<file path="src/source/osd_pkg.sv">
/* Shared OSD definitions: command codes, host parameter word views,
   window geometry, bitmap write and video sample structs */
`default_nettype none

package osd_pkg;

	typedef enum logic [7:0] {
		CMD_WRITE  = 8'h0C,
		CMD_ENABLE = 8'h28,
		CMD_MIX    = 8'h74
	} osd_cmd_e;

	// One host word, decoded per command
	typedef union packed {
		logic [15:0] raw;
		struct packed {
			logic [12:0] unused;
			logic        info;
			logic        unused1;
			logic        enable;
		} ctrl;
		struct packed {
			logic [9:0] unused;
			logic [5:0] size;
		} size;
	} osd_param_u;

	typedef struct packed {
		logic        enable;
		logic        info;
		logic [11:0] x;
		logic [11:0] y;
		logic [8:0]  w;
		logic [8:0]  h;
	} osd_geom_t;

	typedef struct packed {
		logic        valid;
		logic [11:0] addr;
		logic [7:0]  data;
	} osd_wr_t;

	typedef struct packed {
		logic        de;
		logic [23:0] rgb;
	} osd_pix_t;

	// Centred window size
	localparam logic [11:0] OSD_DEF_W = 12'd256;
	localparam logic [11:0] OSD_DEF_H = 12'd64;

endpackage

`default_nettype wire
</file>
<file path="src/source/osd_blender.sv">
/* Bitmap bit selection and tint mix into the delayed pixel */
`timescale 1ns/1ps
`default_nettype none

module osd_blender #(
	parameter logic [2:0] OSD_COLOR = 3'd4
) (
	input  logic              clk_video,
	input  logic              rst,
	input  osd_pkg::osd_pix_t pix_in,
	input  logic              in_window,
	input  logic [2:0]        bit_sel,
	input  logic [7:0]        rd_data,
	output osd_pkg::osd_pix_t pix_out
);
	import osd_pkg::*;

	osd_pix_t   pix_d;
	logic       win_d;
	logic [2:0] sel_d;
	logic       osd_bit;
	logic [23:0] mixed;

	assign osd_bit = rd_data[sel_d];

	// Per channel: bit, bit, tint, then top five source bits
	assign mixed = {{osd_bit, osd_bit, OSD_COLOR[2], pix_d.rgb[23:19]},
	                {osd_bit, osd_bit, OSD_COLOR[1], pix_d.rgb[15:11]},
	                {osd_bit, osd_bit, OSD_COLOR[0], pix_d.rgb[7:3]}};

	always_ff @(posedge clk_video) begin
		if (rst) begin
			pix_d.de   <= 1'b0;
			win_d      <= 1'b0;
			pix_out.de <= 1'b0;
		end else begin
			pix_d   <= pix_in;
			win_d   <= in_window;
			sel_d   <= bit_sel;
			pix_out <= '{de: pix_d.de, rgb: win_d ? mixed : pix_d.rgb};
		end
	end

endmodule

`default_nettype wire

</file>
<file path="config.mk">
export PLATFORM = sky130hd
export DESIGN_NAME = osd_blender
export DESIGN_NICKNAME = d
export VERILOG_FILES = /design/src/source/osd_pkg.sv /design/src/source/osd_blender.sv
export SDC_FILE = /design/constraint.sdc
export NUM_CORES = 1
export LEC_CHECK = 0
export ABC_AREA = 1
export BUFFER_PORTS_ARGS = -buffer_cell sky130_fd_sc_hd__buf_4
export CORE_ASPECT_RATIO = 1.75
export CORE_MARGIN = 4
export CORE_UTILIZATION = 35
export DETAILED_ROUTE_END_ITERATION = 8
export PLACE_DENSITY = 0.63
export SLEW_MARGIN = 40
export SYNTH_ARGS = -nofsm -noshare
export SYNTH_HDL_FRONTEND = slang
export SYNTH_SLANG_ARGS = --single-unit
</file>
<file path="constraint.sdc">
create_clock -name clk_video -period 4.05 [get_ports clk_video]
set_input_delay 0.2025 -clock clk_video [delete_from_list [all_inputs] [get_ports clk_video]]
set_output_delay 0.2025 -clock clk_video [all_outputs]
set_load 0.1 [all_outputs]
</file>
==> results.json <==
{
  "status": "complete, no violations",
  "setup_viol": 0,
  "cts_hold_buf": 0,
  "final_cell_mix": "63 x buf_4, 56 x nand2_1, 51 x edfxtp_1, 14 x inv_1, 7 x nor2_1",
  "synth_seq_cells": 54,
  "syn-cell-area_sq_um": 1970,
  "cts_buffer_depth": 2,
  "drc": 0,
  "start_util_pct": 36.6,
  "rsz0062_at_grt": "false",
  "finalSetupTns_ns": 0,
  "num_rows": 35,
  "firstDrtPassIters": 4,
  "die_y_um": 107,
  "grt_use_total_pct": 9.86,
  "vias_per_cell": 4.11,
  "synth_top_area_share_pct": 77.7,
  "postRouteAntennaNets": 0,
  "cts.clk_slew.worst_paths_ns": 0.09,
  "cp-end-kind": "flop",
  "area_delta_synth_final_pct": 32.7,
  "grt_overflow_total": 0,
  "period_share_pct": 36.7,
  "synth_warnings": 0,
  "grt_pass1_vias": 1165,
  "cap_violations": 0,
  "fillCellCount": 488,
  "fmax_mhz": 673,
  "worst_slew_pin_slew_ns": 0.592,
  "path_max_fanout": 25,
  "gp_congestion": 0.719,
  "grt_max_degree": 52,
  "finalMaxSlewViolations": 0,
  "syn_inst": 148,
  "chipWidth_um": 64.7,
  "core_area_sq_um": 5390,
  "fin_crit_ns": 1.48,
  "drt-initial-drc-count": 16,
  "antenna_found_initial": 0,
  "slew_headroom_pct": 60.5,
  "final_util_pct": 48.6,
  "io_buffers": 63,
  "p_per_area_nw_per_um2": 467,
  "antenna_cells": 0,
  "post_cts_buffers": 0,
  "cp.arrival_ns": 1.52,
  "worstPathRequired_ns": 4.08,
  "clock_skew_ns": 0.00513,
  "avgSynthCellArea_sq_um": 13.3,
  "worstSetupStartpointType": "flop",
  "vias": 1192,
  "cts.htree.levels": 2,
  "drive_gt1_share_pct": 34.3,
  "cts_tree": "built",
  "root_buffer": "clkbuf_8",
  "dp_hpwl_mm": 2.40,
  "grt_pass1_wl_mm": 5.04,
  "clock_latency_ns": 0.30,
  "critical_path_class": "reg -> reg",
  "synth_fp_nets": 187,
  "yosys.cell_types.count": 12,
  "drt_wl_total_mm": 3.22,
  "ys_seq_area_share_pct": 80.7,
  "layout_commonest_cell": "buf_4",
  "hold_path_class": "in -> reg",
  "synthTopCellsByArea": "edfxtp_1 78%, nand2_1 11%, dfxtp_1 3.0%",
  "hold_viol": 0,
  "io_pins": 64,
  "num-nets-final": 254,
  "clkSinkCount": 54,
  "ir_drop_mv": 0.189,
  "wire_per_inst_um": 11.1,
  "design.die.area_sq_um": 6950,
  "yosysTopAreaCell": "edfxtp_1",
  "leakage_nw": 1.16,
  "cts_resized": 0,
  "numCtsBuffers": 5
}
-- final timing paths --
| check | start | to | slack, ns | cells after the start |
|---|---|---|---|---|
| max | win_d | pix_out[18] | 2.57 | 3 |
| min | pix_in[18] | pix_d[18] | 0.07 | 1 |
| max reg2reg | win_d | pix_out[18] | 2.57 | 3 |
| min reg2reg | pix_d[24] | pix_out[24] | 0.42 | 2 |
-- critical path, stage by stage, from the launching register on --
cell and delay [ns]:
dfxtp_1 0.69, inv_2 0.31, nand2_1 0.12, o21ai_0 0.09
-- synth_stat cells --
cell	n
nand3_1	3
buf_2	3
edfxtp_1	51
o21ai_1	1
inv_1	15
dfxtp_1	3
nor2_1	7
o21ai_0	4
inv_2	2
nand3b_1	2
nand3_2	1
nand2_1	56
-- per-stage QoR --
stage | hold slack, ns | cells | power (mW) | instance area [sq um] | setup WS [ns]
floorplan | 0.274 | 148 | 0.871 | 1970 | 2.45
global placement | 0.382 | 282 | 0.937 | 2520 | 2.59
detailed placement | 0.382 | 282 | 0.940 | 2520 | 2.57
CTS | 0.0630 | 290 | 1.23 | 2620 | 2.55
global route | 0.0450 | 290 | 1.27 | 2620 | 2.41
finish | 0.0709 | 290 | 1.22 | 2620 | 2.57
-- cell families after synthesis --
kind of cell	Yosys count	synth area share, %
flops	54	80.7
compound gates	5	1.27
buf+inv	20	4.00
simple gates	69	14.0
-- power by group --
part	internal [mW]	switching, mW	total [mW]
combinational	0.0608	0.184	0.245
sequential	0.662	0.0172	0.679
clock	0.138	0.158	0.297
-- sequential cells by signal, summed over array words and instances, names as in the netlist --
name,cells
pix_out,25
mixed,15
pix_d,10
sel_d,3
win_d,1
-- layout make-up --
type                    count  area, sq um  area share [%]
clock buffers               7         86.3            3.30
clock inverters             1         5.00           0.191
inverters                  17         66.3            2.53
multi-input cells          74          302            11.5
flip-flops and latches     54         1590            60.8
well taps                  74         92.6            3.54
repair buffers             63          473            18.1
-- layer usage --
layer	part of all wire [%]	routed length, um	GRT usage, %
met1	39	1260	9.72
met2	52	1690	17.1
met3	5.9	189	3.45
met4	2.8	91	6.35
met5	0	0	0
No activity file was read; power rests on OpenSTA's default activity.
