`config.mk`:
```
export PLATFORM = sky130hd
export DESIGN_NAME = osd_cmd_decoder
export DESIGN_NICKNAME = d
export VERILOG_FILES = /design/src/source/osd_pkg.sv /design/src/source/osd_cmd_decoder.sv
export SDC_FILE = /design/constraint.sdc
export NUM_CORES = 1
export LEC_CHECK = 0
export BUFFER_PORTS_ARGS = -buffer_cell sky130_fd_sc_hd__buf_2
export CORE_MARGIN = 4
export CORE_UTILIZATION = 40
export DETAILED_ROUTE_END_ITERATION = 8
export HOLD_SLACK_MARGIN = 0.08
export PLACE_DENSITY_LB_ADDON = 0.15
export SETUP_SLACK_MARGIN = 0.02
export SLEW_MARGIN = 20
export SYNTH_ARGS = -nofsm -noshare
export SYNTH_HDL_FRONTEND = slang
export SYNTH_SLANG_ARGS = --single-unit
```
`constraint.sdc`:
```
create_clock -name clk_video -period 2 [get_ports clk_video]
set_input_delay 0.1 -clock clk_video [delete_from_list [all_inputs] [get_ports clk_video]]
set_output_delay 0.1 -clock clk_video [all_outputs]
set_load 0.005 [all_outputs]
```
`src/source/osd_pkg.sv`:
```
/* Shared OSD definitions: command codes, host parameter word views,
   window geometry, bitmap write and video sample structs */
`default_nettype none

package osd_pkg;

	typedef enum logic [7:0] {
		CMD_WRITE  = 8'h0C,
		CMD_ENABLE = 8'h28,
		CMD_MIX    = 8'h74
	} osd_cmd_e;

	// One host word, decoded per command
	typedef union packed {
		logic [15:0] raw;
		struct packed {
			logic [12:0] unused;
			logic        info;
			logic        unused1;
			logic        enable;
		} ctrl;
		struct packed {
			logic [9:0] unused;
			logic [5:0] size;
		} size;
	} osd_param_u;

	typedef struct packed {
		logic        enable;
		logic        info;
		logic [11:0] x;
		logic [11:0] y;
		logic [8:0]  w;
		logic [8:0]  h;
	} osd_geom_t;

	typedef struct packed {
		logic        valid;
		logic [11:0] addr;
		logic [7:0]  data;
	} osd_wr_t;

	typedef struct packed {
		logic        de;
		logic [23:0] rgb;
	} osd_pix_t;

	// Centred window size
	localparam logic [11:0] OSD_DEF_W = 12'd256;
	localparam logic [11:0] OSD_DEF_H = 12'd64;

endpackage

`default_nettype wire
```
`src/source/osd_cmd_decoder.sv`:
```
/* Host command parser: bitmap writes, window geometry and mix setting */
`timescale 1ns/1ps
`default_nettype none

module osd_cmd_decoder (
	input  logic                   clk_video,
	input  logic                   rst,
	input  logic                   io_osd,
	input  logic                   io_strobe,
	input  osd_pkg::osd_param_u    io_din,
	output osd_pkg::osd_wr_t       wr,
	output osd_pkg::osd_geom_t     geom,
	output logic [1:0]             amix
);
	import osd_pkg::*;

	typedef enum logic [1:0] {ST_IDLE, ST_CMD, ST_PRE, ST_DATA} state_t;

	state_t      state;
	osd_cmd_e    cmd;
	logic        strobe_d;
	logic        strobe_rise;
	logic        data_word;
	logic [1:0]  pcnt;
	logic [11:0] bcnt;
	logic        en_pend;
	logic        info_pend;
	logic        geom_en;
	logic        geom_info;
	logic [11:0] geom_x;
	logic [11:0] geom_y;
	logic [8:0]  geom_w;
	logic [8:0]  geom_h;
	logic        wr_valid;
	logic [11:0] wr_addr;
	logic [7:0]  wr_data;

	assign strobe_rise = io_osd & io_strobe & ~strobe_d;
	assign data_word   = strobe_rise & (state == ST_DATA);

	always_ff @(posedge clk_video) begin
		if (rst) begin
			state     <= ST_IDLE;
			cmd       <= CMD_WRITE;
			strobe_d  <= 1'b0;
			pcnt      <= 2'd0;
			bcnt      <= 12'd0;
			en_pend   <= 1'b0;
			info_pend <= 1'b0;
			geom_en   <= 1'b0;
			geom_info <= 1'b0;
			amix      <= 2'd0;
			wr_valid  <= 1'b0;
		end else begin
			strobe_d <= io_strobe;
			wr_valid <= 1'b0;
			if (!io_osd) begin
				// End of transfer, enable and info take effect here
				if (state != ST_IDLE && cmd == CMD_ENABLE) begin
					geom_en   <= en_pend;
					geom_info <= info_pend;
				end
				state <= ST_IDLE;
				pcnt  <= 2'd0;
				bcnt  <= 12'd0;
			end else begin
				case (state)
					ST_IDLE, ST_CMD: begin
						state <= ST_CMD;
						if (strobe_rise) begin
							cmd   <= osd_cmd_e'(io_din.raw[7:0]);
							bcnt  <= 12'd0;
							pcnt  <= 2'd0;
							state <= (io_din.raw[7:0] == CMD_WRITE) ? ST_PRE : ST_DATA;
						end
					end
					ST_PRE: if (strobe_rise) begin
						pcnt <= pcnt + 2'd1;
						// Fourth word carries the address page
						if (pcnt == 2'd3) begin
							bcnt  <= {io_din.raw[3:0], 8'h00};
							state <= ST_DATA;
						end
					end
					ST_DATA: if (strobe_rise) begin
						bcnt <= bcnt + 12'd1;
						if (cmd == CMD_WRITE)
							wr_valid <= 1'b1;
						if (cmd == CMD_MIX)
							amix <= io_din.raw[1:0];
						if (cmd == CMD_ENABLE && bcnt == 12'd0) begin
							en_pend   <= io_din.ctrl.enable;
							info_pend <= io_din.ctrl.info;
						end
					end
					default: state <= ST_IDLE;
				endcase
			end
		end
	end

	always_ff @(posedge clk_video) begin
		if (data_word) begin
			wr_addr <= bcnt;
			wr_data <= io_din.raw[7:0];
			if (cmd == CMD_ENABLE) begin
				case (bcnt)
					12'd1: geom_x <= io_din.raw[11:0];
					12'd2: geom_y <= io_din.raw[11:0];
					12'd3: geom_w <= {io_din.size.size, 3'b000};
					12'd4: geom_h <= {io_din.size.size, 3'b000};
					default: ;
				endcase
			end
		end
	end

	assign wr = '{valid: wr_valid, addr: wr_addr, data: wr_data};
	assign geom = '{enable: geom_en, info: geom_info, x: geom_x, y: geom_y,
		w: geom_w, h: geom_h};

endmodule

`default_nettype wire

```
==> flow_metrics.py, run 1 <==
metrics = {
    "run_status": {
        "status": "completed",
    },
    "placement": {
        "dpl_cell_area_mm2": 0.004108,
        "dp_hpwl_um": 5416,
        "gp_congestion": 0.8715,
        "portBuffers": 76,
    },
    "synth": {
        "synth-simple-area-share_pct": 17.36,
        "synth_top_family_by_area": "simple AND/OR/NAND/NOR gates",
        "synth_warnings": 0,
        "yosys.area.top_type": "edfxtp_1",
        "syn_inst": 269,
        "seq_area_frac_synth_pct": 67.39,
        "synth_compound_area_share_pct": 6.790,
        "ys.flop_type": "edfxtp_1",
        "syn_area_per_cell_um2": 12.81,
        "post_synth_num_cell_types": 50,
        "syn_area_mm2": 0.003446,
        "ys_seq_elements": 88,
        "async_flop_share_pct": 0,
        "yosys-top-cells-area": "edfxtp_1, dfxtp_1, nand2_1, a21oi_1, buf_4",
        "synth_edf_count": 56,
        "synthAdderAreaFrac_pct": 1.816,
        "yosysTopAreaCellShare_pct": 48.80,
        "synthXorXnorAreaFrac_pct": 1.017,
        "synth.area.mux_share_pct": 1.743,
    },
    "power_and_ir_drop": {
        "seqPwrFrac_pct": 59.8,
        "sw_frac_of_total_pct": 23.63,
        "pwr-share-clk_pct": 34.5,
        "p_per_area_mw_per_mm2": 737.8,
        "switching_power_w": 0.0007675,
        "p_leak_nw": 1.640,
        "power_frac_comb_pct": 5.7,
        "power_w": 0.003248,
        "ir_drop_mv": 0.3221,
        "p_int_w": 0.002480,
    },
    "final_layout": {
        "multiInputGateArea_mm2": 0.001032,
        "drive_gt1_share_pct": 33.85,
        "mostFrequentLayoutCells": "buf_2, edfxtp_1, dfxtp_1",
        "final_cell_area_mm2": 0.004402,
        "register_area_mm2": 0.002323,
        "syn_to_final_growth_pct": 27.74,
        "fillers": 766,
        "fin_nets": 404,
        "layout_commonest_cell": "buf_2",
        "n_antenna_cell": 0,
    },
    "setup_path": {
        "crit_arrival_ns": 1.96,
        "endpoint_kind": "flip-flop",
        "crit_type": "flip-flop to flip-flop",
        "worst_path_max_delay_cell": "or3b_4",
        "critPathMaxFanout": 12,
        "path_cells": "or3b_4 -> or2_1 -> nor4_2 -> buf_4 -> and2_1 -> buf_12",
        "critical-path-max-stage-delay_ns": 0.39,
        "cp.required_ns": 2.07,
        "crit_path_start_kind": "flip-flop",
        "crit_family": "simple AND/OR/NAND/NOR gates",
        "cp_num_buf_inv": 2,
    },
    "timing": {
        "slew_violations": 0,
        "clock_skew_ns": 0.01148,
        "setup_violations": 0,
        "tns_ns": 0,
        "layout_min_cycle_time_ns": 1.886,
        "rsz0062_at_grt": "false",
        "fmax_mhz": 530.1,
        "hold_viol": 0,
        "fin_crit_sh_pct": 94.32,
    },
    "global_routing": {
        "grt_use_total_pct": 15.95,
        "grt_max_degree": 18,
        "grt_overflow": 0,
        "grt_pass1_wl_um": 12140,
        "antenna_found_initial": 0,
        "grt_pass1_vias": 2276,
    },
    "clock_tree": {
        "clkSlewWorstSetupHoldPaths_ns": 0.09,
        "numClockSinks": 88,
        "cts-root-buf": "clkbuf_8",
        "post-cts-setup-buffer-count": 0,
        "clk_latency_ns": 0.36,
        "cts_tree": "yes",
        "cts_buffers": 9,
        "h-tree-depth": 3,
        "cts_buffer_depth": 2,
    },
    "die": {
        "start_util_pct": 41.52,
        "core_area_mm2": 0.008299,
        "die-area_mm2": 0.01016,
        "die_y_um": 100.8,
        "die_w_um": 100.8,
        "boundaryPins": 87,
        "placementRows": 33,
    },
    "route": {
        "vias_per_cell": 4.965,
        "drt_iter0_drc": 145,
        "routed_wl_um": 7782,
        "num_vias": 2428,
        "antenna_left": 0,
        "drc": 0,
        "drtPass1Iterations": 6,
        "routedWlPerCell_um": 15.91,
    },
    "hold_path": {
        "hp-class": "input port to flip-flop",
    },
    "run": {
        "max_cap_viol_count": 0,
    },
}
==> final timing paths <==
kind | from | endpoint | slack (ns) | depth (start not counted)
max | cmd[4] | geom_x[6] | 0.11 | 6
max reg2reg | cmd[4] | geom_x[6] | 0.11 | 6
min reg2reg | cmd[3] | cmd[3] | 0.48 | 2
min | io_din[1] | cmd[1] | 0.11 | 3
==> synthesized netlist by cell type (all sizes together) (3+ instances only) <==
cell type / instances
a21oi: 17
and2: 5
and3: 3
buf: 13
clkbuf: 5
dfxtp: 32
edfxtp: 56
ha: 5
inv: 6
mux2i: 6
nand2: 26
nand2b: 6
nand3: 6
nand3b: 4
nand4: 3
nor2: 16
nor2b: 3
nor3: 8
nor4: 10
o21ai: 6
xnor2: 4
==> routing by layer <==
metal / wire, um / track usage, % / vias up
met4: 155 / 7.565 / 0
met5: 0 / 0 / -
met1: 3758 / 22.35 / 1138
li1: - / - / 1197
met3: 472 / 2.907 / 13
met2: 3395 / 23.90 / 80
==> kinds of logic (layout without fill, tap and decap cells) <==
kind of cell | after synthesis | count (layout)
AND/OR/NAND/NOR | 104 | 104
adder cells (fa/ha/maj) | 5 | 5
XOR/XNOR | 4 | 4
other | 1 | 6
buffers and inverters | 24 | 134
AO/OA/AOI/OAI | 37 | 37
multiplexers | 6 | 6
flip-flops | 88 | 88
==> power by group through the flow <==
| stage | clock, W | sequential, W | combinational [W] |
|---|---|---|---|
| floorplan | 0 | 0.00198 | 0.0000923 |
| global placement | 0 | 0.00199 | 0.000167 |
| detailed placement | 0 | 0.00199 | 0.000169 |
| CTS | 0.00115 | 0.00194 | 0.000185 |
| global route | 0.00123 | 0.00195 | 0.000204 |
| finish | 0.00112 | 0.00194 | 0.000184 |
==> area by class of cell <==
type,instances,area share [%]
clock buffers,10,2.899
clock inverters,6,1.165
inverters,6,0.5117
multi-input cells,162,23.45
flip-flops and latches,88,52.79
well taps,105,2.985
repair buffers,112,16.20
==> through the flow <==
step / instances / utilization [%] / worst slack [ns] / hold WS [ns]
after floorplan: 274 / - / 0.04555 / 0.1691
after global placement: 463 / 49.49 / 0.04591 / 0.2898
after detailed placement: 463 / 49.49 / 0.01986 / 0.2943
after CTS: 489 / 52.93 / 0.03419 / 0.09156
after global routing: 489 / 53.04 / 0.02543 / 0.1021
final: 489 / 53.04 / 0.1136 / 0.1102
==> flip-flops by register name (all words and copies together) (netlist names), 2 cells and up <==
register	flops
geom_y	12
wr_addr	12
geom_h	6
wr_data	8
pcnt	2
bcnt	12
cmd	8
geom_w	6
state	2
geom_x	12
amix	2
==> timing repair <==
item                                    CTS  global route
hold buffers                             10             0
endpoints found under the setup margin   30            30
gates resized for setup                   1             3
endpoints found under the hold margin    35             0
==> worst reg2reg max path, delay by kind of cell, from the launching register on <==
kind | cells | cell delay, ns
AND/OR/NAND/NOR | 4 | 0.97
buffers and inverters | 2 | 0.31
flip-flops | 1 | 0.33
No activity file was read; power rests on OpenSTA's default activity.
==> inputs of run 2 (changes only) <==
--- a/config.mk
+++ b/config.mk
@@ -5,8 +5,9 @@
 export SDC_FILE = /design/constraint.sdc
 export NUM_CORES = 1
 export LEC_CHECK = 0
+export ABC_AREA = 1
 export BUFFER_PORTS_ARGS = -buffer_cell sky130_fd_sc_hd__buf_2
-export CORE_MARGIN = 4
+export CORE_MARGIN = 3
 export CORE_UTILIZATION = 40
 export DETAILED_ROUTE_END_ITERATION = 8
 export HOLD_SLACK_MARGIN = 0.08
==> constraint.sdc (replaced) <==
create_clock -name clk_video -period 1.95 [get_ports clk_video]
set_input_delay 0.0975 -clock clk_video [delete_from_list [all_inputs] [get_ports clk_video]]
set_output_delay 0.0975 -clock clk_video [all_outputs]
set_load 0.005 [all_outputs]
==> flow_metrics.py, run 2 <==
metrics = {
    "hold_path": {
        "hp-class": "input port to flip-flop",
    },
    "die": {
        "die_w_um": 100.6,
        "placementRows": 33,
        "die_y_um": 100.6,
        "core_area_mm2": 0.008464,
        "start_util_pct": 42.28,
        "die-area_mm2": 0.01012,
        "boundaryPins": 87,
    },
    "power_and_ir_drop": {
        "p_leak_nw": 1.843,
        "p_per_area_mw_per_mm2": 761.7,
        "ir_drop_mv": 0.3308,
    },
    "timing": {
        "clock_skew_ns": 0.01363,
        "holdWs_ns": 0.08854,
        "rsz0062_at_grt": "false",
        "hold_viol": 0,
        "fmax_mhz": 599.6,
        "tns_ns": 0,
        "setup_violations": 0,
        "fin_crit_sh_pct": 85.53,
        "layout_min_cycle_time_ns": 1.668,
        "slew_violations": 0,
    },
    "synth": {
        "yosys-top-cells-area": "edfxtp_1, dfxtp_1, nand2_1, inv_1, nand3_1",
        "seq_area_frac_synth_pct": 64.90,
        "synth_warnings": 0,
        "yosysTopAreaCellShare_pct": 46.99,
        "syn_inst": 321,
        "yosys.area.top_type": "edfxtp_1",
        "syn_area_mm2": 0.003578,
        "ys.flop_type": "edfxtp_1",
        "ys_seq_elements": 88,
        "async_flop_share_pct": 0,
        "syn_area_per_cell_um2": 11.15,
        "synth_edf_count": 56,
        "post_synth_num_cell_types": 34,
        "synth_most_common_cell": "edfxtp_1",
        "yosys-top-cells-count": "edfxtp_1, nand2_1, inv_1",
    },
    "setup_path": {
        "critPathMaxFanout": 12,
        "endpoint_kind": "flip-flop",
        "cp_num_buf_inv": 2,
        "crit_path_start_kind": "flip-flop",
        "cp.required_ns": 2.00,
        "crit_arrival_ns": 1.71,
        "crit_family": "simple AND/OR/NAND/NOR gates",
        "crit_type": "flip-flop to flip-flop",
        "crit_top_cell": "nand2_1",
        "critical-path-max-stage-delay_ns": 0.32,
        "worst_path_max_delay_cell": "dfxtp_1",
        "path_cells": "inv_1 -> nand2_1 -> nor2_2 -> nand2_1 -> nor2_4 -> nand3_2 -> nor2_1 -> buf_4",
    },
    "global_routing": {
        "grt_overflow": 0,
        "grt_max_degree": 18,
        "grt_pass1_vias": 2453,
        "grt_use_total_pct": 15.08,
        "grt_pass1_wl_um": 11910,
        "antenna_found_initial": 0,
    },
    "route": {
        "vias_per_cell": 4.731,
        "antenna_left": 0,
        "drt_iter0_drc": 98,
        "num_vias": 2531,
        "drtPass1Iterations": 4,
        "drc": 0,
        "routedWlPerCell_um": 13.83,
        "routed_wl_um": 7399,
    },
    "clock_tree": {
        "h-tree-depth": 3,
        "post-cts-setup-buffer-count": 0,
        "cts_buffers": 9,
        "numClockSinks": 88,
        "cts-root-buf": "clkbuf_8",
        "clk_latency_ns": 0.35,
        "cts_tree": "yes",
        "cts_buffer_depth": 2,
        "clkSlewWorstSetupHoldPaths_ns": 0.09,
    },
    "run_status": {
        "status": "completed",
    },
    "final_layout": {
        "fin_nets": 450,
        "n_antenna_cell": 0,
        "syn_to_final_growth_pct": 23.22,
        "fin_util_pct": 52.09,
        "layout_commonest_cell": "buf_2",
        "mostFrequentLayoutCells": "buf_2, edfxtp_1, nand2_1",
        "drive_gt1_share_pct": 30.70,
    },
    "placement": {
        "dp_hpwl_um": 5242,
        "gp_congestion": 0.8396,
        "portBuffers": 76,
    },
    "run": {
        "max_cap_viol_count": 0,
    },
}
-- run 2: cell count changes after synthesis, moves of 6 or more --
cell / change
nor4_1: -7
nand2_1: +19
nand2b_1: -6
nor2_1: +15
nor2_2: +6
inv_1: +30
mux2i_1: -6
nand3_1: +18
o21ai_0: +6
-- run 2: what timing repair did --
| item | in CTS | in global routing |
|---|---|---|
| hold buffers | 10 | 0 |
| hold endpoints to repair | 30 | 0 |
| resized for setup | 0 | 0 |
-- run 2: per-stage QoR --
step                      power [W]  instance area (um^2)  setup slack, ns  instances
after floorplan            0.002151                  3597          0.04880        326
after global placement     0.002210                  4126           0.2865        509
after detailed placement   0.002212                  4126           0.2772        509
after CTS                  0.003405                  4409           0.2522        535
after global routing       0.003502                  4409          0.09394        535
final                      0.003358                  4409           0.2822        535
-- run 2: power breakdown --
group,internal (W),switching (W)
Combinational,0.0000656,0.000113
Sequential,0.00199,0.0000167
Clock,0.000486,0.000689
-- run 2: final cells by class --
| type | count | area [um^2] |
|---|---|---|
| fill | 729 | 4055 |
| sequential | 88 | 2322 |
| multi-input combinational | 186 | 1036 |
| timing repair buffer | 99 | 578.1 |
| inverter | 41 | 158.9 |
| tap | 105 | 131.4 |
| clock buffer | 9 | 123.9 |
| clock inverter | 7 | 58.81 |
-- run 2: cell families (layout without fill, tap and decap cells) --
| kind of cell | count (synthesis) | count (layout) | synth area share, % |
|---|---|---|---|
| AND/OR/NAND/NOR | 132 | 132 | 20.04 |
| buffers and inverters | 52 | 156 | 6.678 |
| adder cells (fa/ha/maj) | 5 | 5 | 1.748 |
| XOR/XNOR | 2 | 2 | 0.4896 |
| other | 1 | 6 | 0.1048 |
| flip-flops | 88 | 88 | 64.89 |
| AO/OA/AOI/OAI | 41 | 41 | 6.049 |
-- run 2: worst paths after layout --
check        cells after the start  slack (ns)         to       from
min                              1        0.09  geom_y[3]  io_din[3]
max                              8        0.28  geom_x[3]     cmd[4]
max reg2reg                      8        0.28  geom_x[3]     cmd[4]
min reg2reg                      1        0.48    geom_en    en_pend
-- run 2: metal layers --
layer	part of all wire, %	global-route usage, %	routed length (um)
met1	46	20.67	3433
met2	45	23.49	3323
met3	7.4	3.322	547
met4	1.3	5.492	95
met5	0	0	0
