==> src/source/osd_pkg.sv <==
/* Shared OSD definitions: command codes, host parameter word views,
   window geometry, bitmap write and video sample structs */
`default_nettype none

package osd_pkg;

	typedef enum logic [7:0] {
		CMD_WRITE  = 8'h0C,
		CMD_ENABLE = 8'h28,
		CMD_MIX    = 8'h74
	} osd_cmd_e;

	// One host word, decoded per command
	typedef union packed {
		logic [15:0] raw;
		struct packed {
			logic [12:0] unused;
			logic        info;
			logic        unused1;
			logic        enable;
		} ctrl;
		struct packed {
			logic [9:0] unused;
			logic [5:0] size;
		} size;
	} osd_param_u;

	typedef struct packed {
		logic        enable;
		logic        info;
		logic [11:0] x;
		logic [11:0] y;
		logic [8:0]  w;
		logic [8:0]  h;
	} osd_geom_t;

	typedef struct packed {
		logic        valid;
		logic [11:0] addr;
		logic [7:0]  data;
	} osd_wr_t;

	typedef struct packed {
		logic        de;
		logic [23:0] rgb;
	} osd_pix_t;

	// Centred window size
	localparam logic [11:0] OSD_DEF_W = 12'd256;
	localparam logic [11:0] OSD_DEF_H = 12'd64;

endpackage

`default_nettype wire
==> src/source/osd_raster_timer.sv <==
/* Raster position tracking, line width and frame height measurement,
   window placement and bitmap read address */
`timescale 1ns/1ps
`default_nettype none

module osd_raster_timer #(
	parameter logic [11:0] OSD_X_OFFSET = 12'd0,
	parameter logic [11:0] OSD_Y_OFFSET = 12'd0
) (
	input  logic               clk_video,
	input  logic               rst,
	input  logic               de,
	input  osd_pkg::osd_geom_t geom,
	output logic [11:0]        rd_addr,
	output logic [2:0]         bit_sel,
	output logic               in_window
);
	import osd_pkg::*;

	logic        de_d;
	logic [11:0] col_q;
	logic [11:0] row_q;
	logic [11:0] width_q;
	logic [11:0] lines_q;
	logic [15:0] blank_q;
	logic        en_q;

	logic        line_start;
	logic        frame_start;
	logic [11:0] col_cur;
	logic [11:0] row_cur;
	logic [11:0] width_cur;
	logic [11:0] lines_cur;
	logic        en_cur;
	logic [11:0] ctr_x;
	logic [11:0] ctr_y;
	logic [11:0] x_start;
	logic [11:0] y_start;
	logic [11:0] win_w;
	logic [11:0] win_h;
	logic [11:0] loc_c;
	logic [11:0] loc_r;

	assign line_start = de & ~de_d;

	// Previous line width is still in the column counter at line start
	assign width_cur   = line_start ? col_q : width_q;
	assign frame_start = line_start & (blank_q > {2'b00, width_cur, 2'b00});

	assign col_cur   = line_start ? 12'd0 : col_q;
	assign row_cur   = frame_start ? 12'd0 : (line_start ? row_q + 12'd1 : row_q);
	assign lines_cur = frame_start ? row_q + 12'd1 : lines_q;
	assign en_cur    = frame_start ? geom.enable : en_q;

	always_ff @(posedge clk_video) begin
		if (rst) begin
			de_d    <= 1'b0;
			col_q   <= 12'd0;
			row_q   <= 12'd0;
			width_q <= 12'd0;
			lines_q <= 12'd0;
			blank_q <= 16'd0;
			en_q    <= 1'b0;
		end else begin
			de_d    <= de;
			col_q   <= col_cur + {11'd0, de};
			row_q   <= row_cur;
			width_q <= width_cur;
			lines_q <= lines_cur;
			en_q    <= en_cur;
			if (de)
				blank_q <= 16'd0;
			else if (~&blank_q)
				blank_q <= blank_q + 16'd1;
		end
	end

	// Centred placement from measured raster size
	assign ctr_x = ((width_cur - OSD_DEF_W) >> 1) + OSD_X_OFFSET;
	assign ctr_y = ((lines_cur - OSD_DEF_H) >> 1) + OSD_Y_OFFSET;

	assign x_start = geom.info ? geom.x : ctr_x;
	assign y_start = geom.info ? geom.y : ctr_y;
	assign win_w   = geom.info ? {3'd0, geom.w} : OSD_DEF_W;
	assign win_h   = geom.info ? {3'd0, geom.h} : OSD_DEF_H;

	assign loc_c = col_cur - x_start;
	assign loc_r = row_cur - y_start;

	assign in_window = en_cur & de
		& (col_cur >= x_start) & (row_cur >= y_start)
		& (loc_c < win_w) & (loc_r < win_h);

	// 16 bands of 8 rows, 256 bytes each
	assign rd_addr = {loc_r[6:3], loc_c[7:0]};
	assign bit_sel = loc_r[2:0];

endmodule

`default_nettype wire

==> config.mk <==
export PLATFORM = sky130hd
export DESIGN_NAME = osd_raster_timer
export DESIGN_NICKNAME = d
export VERILOG_FILES = /design/src/source/osd_pkg.sv /design/src/source/osd_raster_timer.sv
export SDC_FILE = /design/constraint.sdc
export NUM_CORES = 1
export LEC_CHECK = 0
export BUFFER_PORTS_ARGS = -buffer_cell sky130_fd_sc_hd__buf_2
export CORE_MARGIN = 4
export CORE_UTILIZATION = 35
export CTS_CLUSTER_DIAMETER = 150
export CTS_CLUSTER_SIZE = 25
export DETAILED_ROUTE_END_ITERATION = 7
export SLEW_MARGIN = 20
export SYNTH_ARGS = -nofsm -noshare
export SYNTH_HDL_FRONTEND = slang
export SYNTH_SLANG_ARGS = --single-unit
==> constraint.sdc <==
create_clock -name clk_video -period 11 [get_ports clk_video]
set_input_delay 1.1 -clock clk_video [delete_from_list [all_inputs] [get_ports clk_video]]
set_output_delay 1.1 -clock clk_video [all_outputs]
set_load 0.02 [all_outputs]
==> results of run 1 <==
==> area by class of cell <==
cell class / count / area share
Clock buffer: 11 / 0.0405
Clock inverter: 5 / 0.00919
Inverter: 22 / 0.0138
Multi-Input combinational cell: 548 / 0.622
Sequential cell: 65 / 0.217
Tap cell: 184 / 0.0384
Timing Repair Buffer: 68 / 0.0593
==> critical path: cells and delay by family <==
family	cells	cell delay (ns)
fa+ha+maj	4	0.96
simple gates	11	2.85
mux	1	0.38
buf+inv	5	1.12
xor+xnor	1	0.16
compound gates	7	1.43
==> power groups by stage <==
stage / clock network, uW / registers, uW / logic, uW
finish: 286 / 244 / 186
global route: 306 / 244 / 209
CTS: 292 / 244 / 187
detailed placement: 0 / 249 / 186
global placement: 0 / 249 / 186
floorplan: 0 / 248 / 136
==> metal layers <==
| layer | vias to the layer above | part of all wire |
|---|---|---|
| li1 | 2451 | - |
| met1 | 2121 | 0.50 |
| met2 | 90 | 0.45 |
| met3 | 9 | 0.038 |
| met4 | 0 | 0.010 |
| met5 | - | 0 |
==> stage by stage <==
| step | setup slack (ns) | utilization |
|---|---|---|
| finish | 1.87 | 0.411 |
| global route | 1.33 | 0.411 |
| CTS | 1.90 | 0.411 |
| detailed placement | 1.92 | 0.390 |
| global placement | 2.10 | 0.390 |
| floorplan | 2.27 | - |
==> cell families (layout without fill, tap and decap cells) <==
kind of cell / count (synthesis) / in the layout / synth area share
simple gates: 279 / 279 / 0.261
compound gates: 119 / 119 / 0.143
flops: 65 / 65 / 0.248
fa+ha+maj: 61 / 61 / 0.148
xor+xnor: 61 / 61 / 0.102
buf+inv: 51 / 106 / 0.0413
mux: 28 / 28 / 0.0565
==> placed cells by master (no fill, tap or decap), types with 3 or more instances in the layout <==
master / Yosys / layout
sky130_fd_sc_hd__o211ai_1: 4 / 4
sky130_fd_sc_hd__or2_2: 4 / 4
sky130_fd_sc_hd__and3_1: 3 / 3
sky130_fd_sc_hd__o21a_1: 9 / 9
sky130_fd_sc_hd__nor3_1: 37 / 37
sky130_fd_sc_hd__nand4_1: 15 / 15
sky130_fd_sc_hd__nor2b_1: 16 / 16
sky130_fd_sc_hd__or4_1: 3 / 3
sky130_fd_sc_hd__mux2_2: 3 / 3
sky130_fd_sc_hd__clkbuf_16: 0 / 9
sky130_fd_sc_hd__mux2i_1: 24 / 24
sky130_fd_sc_hd__inv_1: 22 / 22
sky130_fd_sc_hd__and2_1: 8 / 8
sky130_fd_sc_hd__o21ai_0: 33 / 33
sky130_fd_sc_hd__a31oi_1: 6 / 6
sky130_fd_sc_hd__a21oi_1: 31 / 31
sky130_fd_sc_hd__dfxtp_1: 65 / 65
sky130_fd_sc_hd__a21o_1: 9 / 9
sky130_fd_sc_hd__nand3_1: 22 / 22
sky130_fd_sc_hd__nand4b_1: 3 / 3
sky130_fd_sc_hd__buf_2: 2 / 62
sky130_fd_sc_hd__nand2_1: 60 / 60
sky130_fd_sc_hd__ha_1: 58 / 58
sky130_fd_sc_hd__nand2b_1: 6 / 6
sky130_fd_sc_hd__nor4_1: 3 / 3
sky130_fd_sc_hd__a211oi_1: 4 / 4
sky130_fd_sc_hd__buf_4: 0 / 6
sky130_fd_sc_hd__xor2_1: 25 / 25
sky130_fd_sc_hd__or3_1: 6 / 6
sky130_fd_sc_hd__and4_1: 3 / 3
sky130_fd_sc_hd__xnor2_1: 36 / 36
sky130_fd_sc_hd__nor2_1: 81 / 81
==> flip-flops by register name, summed over array words and instances, names as in the netlist <==
name	count
blank_q	16
col_q	12
de_d	1
en_q	1
lines_q	11
row_q	12
width_q	12
==> how the worst max path moves through the flow <==
stage                     start  slack [ns]   endpoint
after detailed placement     de        1.92  in_window
after CTS                    de        1.90  in_window
after floorplan              de        2.27  in_window
after global routing         de        1.33  in_window
final                        de        1.87  in_window
after global placement       de        2.10  in_window
==> impl_summary.md, run 1 <==
Drt
The count of TritonRoute iterations in the first routing pass is 5. Dividing the detail-routed via count by the number of cells gives a little over 5. The detail route stage leaves a number of antenna-violating nets equal to 0. The final layout contains routed wiring with a total length of approximately 13000 um. The number of violations reported at the end of detailed-routing iteration 0 is roughly 270. The wire length per cell is about 15 um. The routed via count is approximately 4700. The remaining routing DRC violations is 0.

Global routing
Entering global routing, the biggest net connects 52 pins. The initial antenna violation count was 0. Summed over all layers, the global routing overflow is 0. The global-route wire length before repair is between 20000 and 25000 um. The number of global-route vias before repair is 4403. The met3 layer usage reported by global route is 0.0390. For this run, global-route usage on met1 was measured as 0.215.

In this run the most used layer during global routing was met2. The met2 routing resource usage after global routing is 0.253. Across every metal layer, demand over resource in global routing totals 0.157.

Worst setup path
Measured in cells, the most critical reg-to-reg path has a length of 11. At the worst endpoint, the required time is ~9.9 ns. Along the worst path, the maximum fanout reaches 31.

The largest single stage delay on the critical path is roughly 0.52 ns. The worst register-to-register path ends at lines_q[4]. The worst register-to-register path has a setup slack of about 7.4 ns. The slowest cell on the critical path is sky130_fd_sc_hd__or4b_1. The sort of element at the end of the critical path is a primary output. In this design, the critical path's most frequently occurring cell is sky130_fd_sc_hd__ha_1.

The critical path is of the in -> out type. The origin of the critical flop-to-flop path is de_d. The data arrival time of the critical path is 8.03 ns. The type of element launching the critical path is an input pin.

Pwr
The worst-case IR drop observed on VDD is a little under 80 uV. The proportion of power drawn by the clock network is 0.399. The power per cell area is between 100 and 150 nW/um2.

In this run the power spent charging and discharging nets is roughly 220 uW. The total design power is between 700 and 800 uW. The static leakage is 0.00258 uW. The total internal power is roughly 500 uW. The combinational power share is 0.260. The net switching share of the total power is 0.306. The sequential cell fraction of total power is 0.340.

Floorplanning
The effective utilization at floorplan is 0.359. The initialized floorplan defines 44 standard-cell rows. The core area is ~15000 um2. In this run the count of I/O pins placed on the die edge is 63. From left edge to right edge, the die measures between 100 and 150 um. The chip height is 130 um. The die covers 17000 um2.

Logic synthesis
The share of synthesized flip-flops with an asynchronous set or reset is 0. Synthesis instantiated 60 different standard cells from the library. By instance count, the leading cell after synthesis is sky130_fd_sc_hd__nor2_1. The post-synth net total is 771. Sorting the synthesized cells by how often they occur yields sky130_fd_sc_hd__nor2_1, sky130_fd_sc_hd__dfxtp_1, sky130_fd_sc_hd__nand2_1. In the synthesized netlist, the number of instances is 664. The number of flip-flops and latches in the synthesized netlist is 65.

The most used flip-flop cell after synthesis is sky130_fd_sc_hd__dfxtp_1. Of the synthesized area, sequential elements account for 0.248. After synthesis the cells add up to between 5000 and 6000 um2. In the post-synthesis netlist, the biggest area contributors are sky130_fd_sc_hd__dfxtp_1, sky130_fd_sc_hd__ha_1, sky130_fd_sc_hd__xnor2_1. Of the post-synthesis cell area, the dominant cell type holds 0.248. Summed over all instances, the cell type with the most area after synthesis is sky130_fd_sc_hd__dfxtp_1. The number of enable flip-flop cells after synthesis is 0. The Yosys step of the flow raised 0 warnings. The mean cell area of the mapped netlist is 7.90 um2.

Final layout
After filler insertion, the fill cell instance count of the layout stands at approximately 1500. Of the cells placed in the final design, the portion with a size suffix greater than 1 is 0.132. The total non-filler cell area in the finished layout is 5990 um2. In the final layout, the multi-input gates occupy 3730 um2. The area growth from synthesis to final layout is 14.3%. The finished layout holds roughly 900 standard cells, fillers aside.

0 antenna diodes ended up in the layout. The sequential standard cell area is around 1300 um2. For this run, the post-layout net count is approximately 800.

Clock network
The sink count of the clock tree is 65. The clock root buffer is sky130_fd_sc_hd__clkbuf_16. After clock tree synthesis, the setup repair step added 0 buffers. The clock tree from TritonCTS is done. Clock-pin slew was measured on the worst setup and hold paths at roughly 0.050 ns.

For this design, the CTS-stage hold fixing added 0 buffers. The maximum buffer depth of the clock tree is 2. The count of instances resized after the clock tree is built is 0. In this run the number of H-tree levels came out at 3. In this run, CTS created clock tree buffers numbering 9. For the worst-skew pair, the clock arrives at the later sink with an insertion delay of 0.34 ns.

Timing
The routed design could run at a clock period as short as slightly above 9 ns. The number of failing setup endpoints in the final timing report is 0. The final count of pins violating max slew is 0. The maximum clock skew at final layout is around 0.0065 ns. The total negative slack is 0 ns. The measured slew at the worst slew-check pin is 0.758 ns. The number of hold-slack violations in the final timing report is 0.

The upper clock frequency limit is ~0.11 GHz. Setup repair after global routing left no endpoint under its margin. The share of the clock period used by the worst path is 0.830. Across all hold checks on the routed design, the worst slack comes to 0.469 ns. The tightest slew margin relative to the limit is 0.491.

Run status
The flow ran to the end, and the final reports show no timing, DRC or antenna violations.

Placed design
The half-perimeter wire length after placement is between 10000 and 15000 um. The congestion estimate from routability-driven global placement came to about 0.82. During placement, the flow inserted port buffers numbering 62.

The placed instances occupy a cell area of between 5000 and 6000 um2. The number of cells in the design after placement is 887.

Worst hold path
The worst hold path depth is 2. The class of the tightest hold or removal check is reg -> reg. The critical hold path startpoint is width_q[0]. The end point of the most critical hold path is width_q[0].

Flow run
The max capacitance violation total is 0.
Power figures use the tool's default switching activity.
==> run 2, diff against run 1 <==
clock period = 8.3 ns   (was 11 ns; I/O delays follow)
==> run 2 against run 1 <==
Against the previous run:
- cell count is 0.78% higher
- critical path depth unchanged
- global-route usage rose by 0.40 points
- die area stayed put
- core utilization up 1.1 points
- sequential power increased by 32%
- count of clock-buffer cells in the layout shrank 1
- combinational power up 38%
- final area up 2.7%
- largest cell class unchanged
==> impl_summary.md, run 2 (synthesized netlist as in run 1, its figures left out) <==
Final layout
The library cells used most frequently in the layout, excluding fill and tap cells, are sky130_fd_sc_hd__nor2_1, sky130_fd_sc_hd__dfxtp_1, sky130_fd_sc_hd__buf_2. The area used by multi-input combinational logic is about 3800 um2. The number of inserted filler cells in the final layout is 1487. The register containing the most flip-flops in the final layout is blank_q.

In the final design database the tool counted between 800 and 900 nets. The most common cell after layout, fill and taps aside is sky130_fd_sc_hd__nor2_1. In the final layout, the share of cells above drive strength 1 is 0.153. The sequential standard cell area is 1300 um2. The number of flip-flops in the largest register is 16. The area growth from synthesis to final layout is 17.3%. The number of antenna diodes is 0. With fillers left out, the area of the finished cells amounts to 6150 um2.

Drt
After detailed routing, the average wire length per cell comes to 15.0 um. For this block, the initial DRC count from the detailed router was approximately 230. The total wire length after detailed routing is 13700 um.

The vias per cell is about 5.3. Once detail routing completed, the nets flagged for antenna violations numbered 0. The first detailed-routing pass ran for 7 iterations. In the routed design, unresolved DRC markers number 0. The routed via count is around 4800.

Timing
The number of failing setup endpoints in the final timing report is 0. Static timing analysis puts the maximum clock frequency at 0.125 GHz. The number of hold-slack violations in the final timing report is 0. The shortest clock period the worst path allows after layout is around 8.0 ns. The worst pin sits at a relative slew slack of 0.319. The final count of pins violating max slew is 0.

For the pin with the worst max-slew slack, the measured transition is 1.02 ns. The maximum clock skew at final layout is about 0.011 ns. Dividing the final minimum period by the clock period gives 0.961. Final hold analysis gives a worst-case slack of roughly 0.46 ns.

Clock network
The clock transition at the registers of the reported paths is 0.05 ns. The number of hold buffers added after CTS was 0. The clock root buffer is sky130_fd_sc_hd__clkbuf_16. The clock net in this run drives a total of 65 sinks. The maximum buffer depth of the clock tree is 2. CTS built an H-tree with a depth of 3. Clock latency on the worst-skew pair, taken at its later pin, is 0.33 ns. The clock tree from TritonCTS is done.

TritonCTS created 9 clock buffers.

Worst setup path
The sort of element at the end of the critical path is a primary output. The type of element launching the critical path is an input pin. The number of stages on the worst setup path is 29.

For the worst setup path, the data arrival time is between 7 and 8 ns. On the critical path the largest part of the delay comes from compound AO/OA/AOI/OAI gates. The largest stage delay on the critical path is between 0.5 and 0.6 ns. Along the worst path, the maximum fanout reaches 5. The setup path with the least slack is of type in -> out. Among the stages of the critical path, the cell type that occurs most often is sky130_fd_sc_hd__ha_1. The slowest cell on the critical path is sky130_fd_sc_hd__or4b_1. Together, buffers and inverters on the worst path number 4. The worst register-to-register path has a depth of 13. STA puts the critical path data required time at 7.47 ns.

Worst hold path
The worst hold path depth is 2. The class of the tightest hold or removal check is reg -> reg.

Pwr
The total design power is slightly below 1000 uW. The power per cell area is roughly 160 nW/um2. The analysis attributes to cell leakage a power of between 0.002 and 0.003 uW. The highest ir drop seen on vdd is ~100 uV.

Global routing
Across every metal layer, demand over resource in global routing totals 0.161. In the global route stage, met2 resource usage came out at 0.257. The first global-routing pass estimated about 22000 um of wire.

Entering global routing, the biggest net connects 52 pins. The layer with the highest usage is met2. The number of global-route vias before repair was roughly 4600. After global routing the overflow that remains totals 0. The met3 layer usage reported by global route is 0.0321. The fraction of met1 tracks used by global routing is 0.224.

The initial antenna violation count is 0.

Placed design
The total of buffers placed on input and output ports is just over 60. The placed standard-cell area is between 5000 and 6000 um2. The half-perimeter wire length after placement is 10600 um. The global placer's final weighted congestion is approximately 0.85.

Floorplanning
The core region is 14600 um2. The horizontal die dimension is approximately 130 um. The effective utilization at floorplan is 0.359. After floorplanning, the core was divided into 44 placement rows. The number of ports placed on the die boundary is 63. The chip height is between 100 and 150 um. The die covers 17000 um2.

Run status
The flow ran to the end, and the final reports show no timing, DRC or antenna violations.

Flow run
The max capacitance violation total is 0.
run 2: metrics by stage:
step                      setup TNS (ns)   util  std cells  setup slack, ns
after global placement                 0  0.395        894            0.282
after global routing             -0.0136  0.422        910          -0.0136
after CTS                              0  0.416        910            0.140
after floorplan                        0      -        664            0.109
after detailed placement               0  0.395        894            0.155
final                                  0  0.422        910            0.323
run 2: where the power goes:
group / switching (uW) / internal, uW / total, uW
clock: 139 / 261 / 400
combinational: 151 / 105 / 257
sequential: 4.58 / 319 / 323
run 2: timing repair:
item                                    CTS  global route
endpoints found under the hold margin     0             0
endpoints found under the setup margin    0             1
gates resized for setup                   0            17
setup buffers                             0             0
run 2: worst paths after layout:
path | start | endpoint | slack (ns)
worst min-delay path | width_q[0] | width_q[0] | 0.46
worst max register to register | de_d | en_q | 5.16
worst min register to register | width_q[0] | width_q[0] | 0.46
worst max-delay path | de | in_window | 0.32
run 2: area by class of cell:
| type | instances | share of cell area |
|---|---|---|
| clock inverters | 6 | 0.0134 |
| repair buffers | 75 | 0.0694 |
| well taps | 184 | 0.0374 |
| multi-input cells | 548 | 0.618 |
| flip-flops and latches | 65 | 0.212 |
| clock buffers | 10 | 0.0372 |
| inverters | 22 | 0.0134 |
run 2: worst register-to-register path, cell delays in order (launching register included):
cell	delay, ns
sky130_fd_sc_hd__dfxtp_1	0.33
sky130_fd_sc_hd__nand2b_1	0.20
sky130_fd_sc_hd__buf_12	0.18
sky130_fd_sc_hd__mux2i_4	0.20
sky130_fd_sc_hd__ha_1	0.30
sky130_fd_sc_hd__o21ai_0	0.08
sky130_fd_sc_hd__a21oi_1	0.17
sky130_fd_sc_hd__nor4_2	0.07
sky130_fd_sc_hd__nor4_2	0.29
sky130_fd_sc_hd__o21ba_4	0.22
sky130_fd_sc_hd__nor2_4	0.16
sky130_fd_sc_hd__buf_4	0.32
sky130_fd_sc_hd__mux2i_1	0.39
sky130_fd_sc_hd__nor2_1	0.07
run 2: per-layer routing:
| layer | up-vias | routed length, um |
|---|---|---|
| met2 | 109 | 6110 |
| li1 | 2483 | - |
| met3 | 19 | 628 |
| met5 | - | 0 |
| met1 | 2208 | 6670 |
| met4 | 0 | 264 |
==> run 3, diff against run 2 <==
CTS_BUF_LIST = sky130_fd_sc_hd__clkbuf_4 sky130_fd_sc_hd__clkbuf_8   (was not set)
clock period = 9.1 ns   (was 8.3 ns; I/O delays follow)
==> run 3 against run 2 <==
Against the previous run:
- clock power decreased by 31%
- core utilization decreased by 1.5 points
- sequential power decreased by 9.0%
- die area unchanged
- sequential share of layout area increased by 0.79 points
- largest power group is now sequential cells
==> impl_summary.md, run 3 (synthesized netlist as in run 1, its figures left out) <==
Run status
The flow ran to the end, and the final reports show no timing, DRC or antenna violations.

Final layout
The final layout contains 823 nets. Of the cells placed in the final design, the portion with a size suffix greater than 1 is 0.137. After filler insertion, the fill cell instance count of the layout stands at roughly 1500. The register with the most flip-flops in the layout has 16 of them. With fillers left out, the area of the finished cells amounts to 5930 um2. The sequential standard cell area is ~1300 um2.

For this run, the number of standard cells in the final layout without fillers is ~900. The number of antenna diodes is 0. The area growth from synthesis to final layout is 13.1%. The register containing the most flip-flops in the final layout is blank_q. The area used by multi-input combinational logic is roughly 3700 um2.

Leaving out fill and tap cells, the most frequent cells in the layout are sky130_fd_sc_hd__nor2_1, sky130_fd_sc_hd__dfxtp_1, sky130_fd_sc_hd__buf_2. The library cell used most frequently in the layout, excluding fill and tap cells, is sky130_fd_sc_hd__nor2_1.

Pwr
In this run the power density over the cells is between 100 and 150 nW/um2. The highest ir drop seen on vdd is between 100 and 150 uV. The design draws 795 uW. The static leakage is around 0.0025 uW.

Clock network
The clock reaches the later pin of the worst-skew pair after roughly 0.35 ns. TritonCTS built the clock tree. In this run, post-CTS repair resized a total of 0 instances.

In this run, post-CTS hold repair placed 0 buffers. The maximum buffer depth of the clock tree is 2. Clock-pin slew was measured on the worst setup and hold paths at around 0.080 ns. The total setup buffers inserted after CTS is 0. The clock root buffer is sky130_fd_sc_hd__clkbuf_8. Counting every sink on the clock net gives between 60 and 70. The number of clock buffers added by TritonCTS is 9. The H-tree depth is 3.

Global routing
The global-route wire length before repair is ~22000 um. The pin count of the biggest net entering global routing is 52. The initial antenna violation count is 0.

The number of global-route vias before repair was between 4000 and 5000. The total overflow left after global routing is 0. For this run, the total global-route usage over all layers was measured as 0.156.

Worst hold path
The tightest min-delay check is of the reg -> reg type. Counting instances, the worst hold path has a depth of 2.

Worst setup path
The classification of the worst setup path is in -> out. Data on the critical path is required at its endpoint by 8.19 ns. The number of cells on the worst reg-to-reg path is 12. The worst setup path is captured at a primary output. The largest stage delay on the critical path is between 0.5 and 0.6 ns. Along the worst path, the maximum fanout reaches 10. The slowest cell on the critical path is sky130_fd_sc_hd__or4b_1. The most numerous cell type found on the critical path is sky130_fd_sc_hd__ha_1. Data on the critical path arrives at its endpoint at 7.52 ns. The type of element launching the critical path is an input pin. The cell class contributing the biggest share of worst-path delay is simple AND/OR/NAND/NOR gates.

Together, buffers and inverters on the worst path number 4. The number of stages on the worst setup path is 30.

Timing
In the final timing run, aggregate negative setup slack is 0 ns. The maximum clock skew at final layout is between 0.009 and 0.01 ns. The share of the clock period used by the worst path is 0.927.

The number of hold-slack violations in the final timing report is 0. The final count of pins violating max slew is 0. The routed design could run at a clock period as short as between 8 and 9 ns. Setup repair after global routing left no endpoint under its margin. The number of failing setup endpoints in the final timing report is 0. The measured slew at the worst slew-check pin is a little under 1 ns. The tightest slew margin relative to the limit is 0.352. The upper clock frequency limit is ~0.12 GHz.

Drt
After the first detailed-routing iteration, the DRC count stood at ~260. The vias per cell is 5.19. The remaining routing DRC violations is 0. The wire length on met1 is about 6600 um. The routed via count is 4700. The count of TritonRoute iterations in the first routing pass is 4.

The detail route stage leaves a number of antenna-violating nets equal to 0. After detailed routing, the met2 layer carries ~5800 um of wire. Wires add up to around 13000 um. The wire length per cell is between 10 and 15 um. The top routing layer in use is met4.

Summed over all nets, wire length on met3 after detailed routing comes to between 600 and 700 um.

Floorplanning
The die footprint is around 17000 um2. The floorplan row count is 44. The chip height is around 130 um. In this run the count of I/O pins placed on the die edge is 63. From left edge to right edge, the die measures 130 um. The floorplan step defined a core boundary enclosing approximately 15000 um2. For this configuration, the core starts out at a cell density of 0.359.

Placed design
The placed standard-cell area is roughly 5700 um2. The number of cells in the design after placement is between 800 and 900. At the end of routability-driven placement, the weighted congestion stood at just under 0.9. The half-perimeter wire length after placement is just over 10000 um. In this run the tool buffered the top-level ports with just over 60 buffer cells.

Flow run
Max-cap violations in this run came to 0.
-- run 3: cell count changes in the layout (fill, tap and decap cells not counted), moves of 2 or more --
cell and change:
sky130_fd_sc_hd__mux2i_1 +4, sky130_fd_sc_hd__buf_4 -4, sky130_fd_sc_hd__clkbuf_8 +9, sky130_fd_sc_hd__clkinvlp_4 +3, sky130_fd_sc_hd__mux2i_4 -3, sky130_fd_sc_hd__clkbuf_16 -9
sky130_fd_sc_hd__clkinv_2 -2
-- run 3: final cells by class --
class,count,area share
multi-input cells,548,0.629
flip-flops and latches,65,0.219
repair buffers,70,0.0624
well taps,184,0.0388
clock buffers,9,0.0209
clock inverters,7,0.0160
inverters,22,0.0139
-- run 3: per-stage QoR --
stage,setup slack [ns],utilization,hold WS [ns]
5_1_grt,0.0803,0.407,0.512
3_3_place_gp,0.647,0.391,0.467
4_1_cts,0.534,0.406,0.474
3_5_place_dp,0.557,0.391,0.462
6_report,0.666,0.407,0.479
2_1_floorplan,0.749,-,0.444
-- run 3: tightest hold or removal path: cells and delay by family, from the launching register on --
family          cells  cell delay, ns
compound gates      1            0.06
flops               1            0.31
simple gates        1            0.06
-- run 3: power by group --
group          total (uW)  switching, uW  internal, uW
Clock                 275            122           153
Sequential            294           4.10           290
Combinational         226            133          92.5
-- run 3: final timing paths --
check | start | endpoint | slack, ns
max | de | in_window | 0.67
min | width_q[0] | width_q[0] | 0.48
max reg2reg | de_d | en_q | 5.63
min reg2reg | width_q[0] | width_q[0] | 0.48
-- run 3: per-layer routing --
metal / up-vias / GRT usage
li1: 2464 / -
met1: 2118 / 0.215
met2: 99 / 0.254
met3: 19 / 0.0317
met4: 0 / 0.0351
met5: - / 0
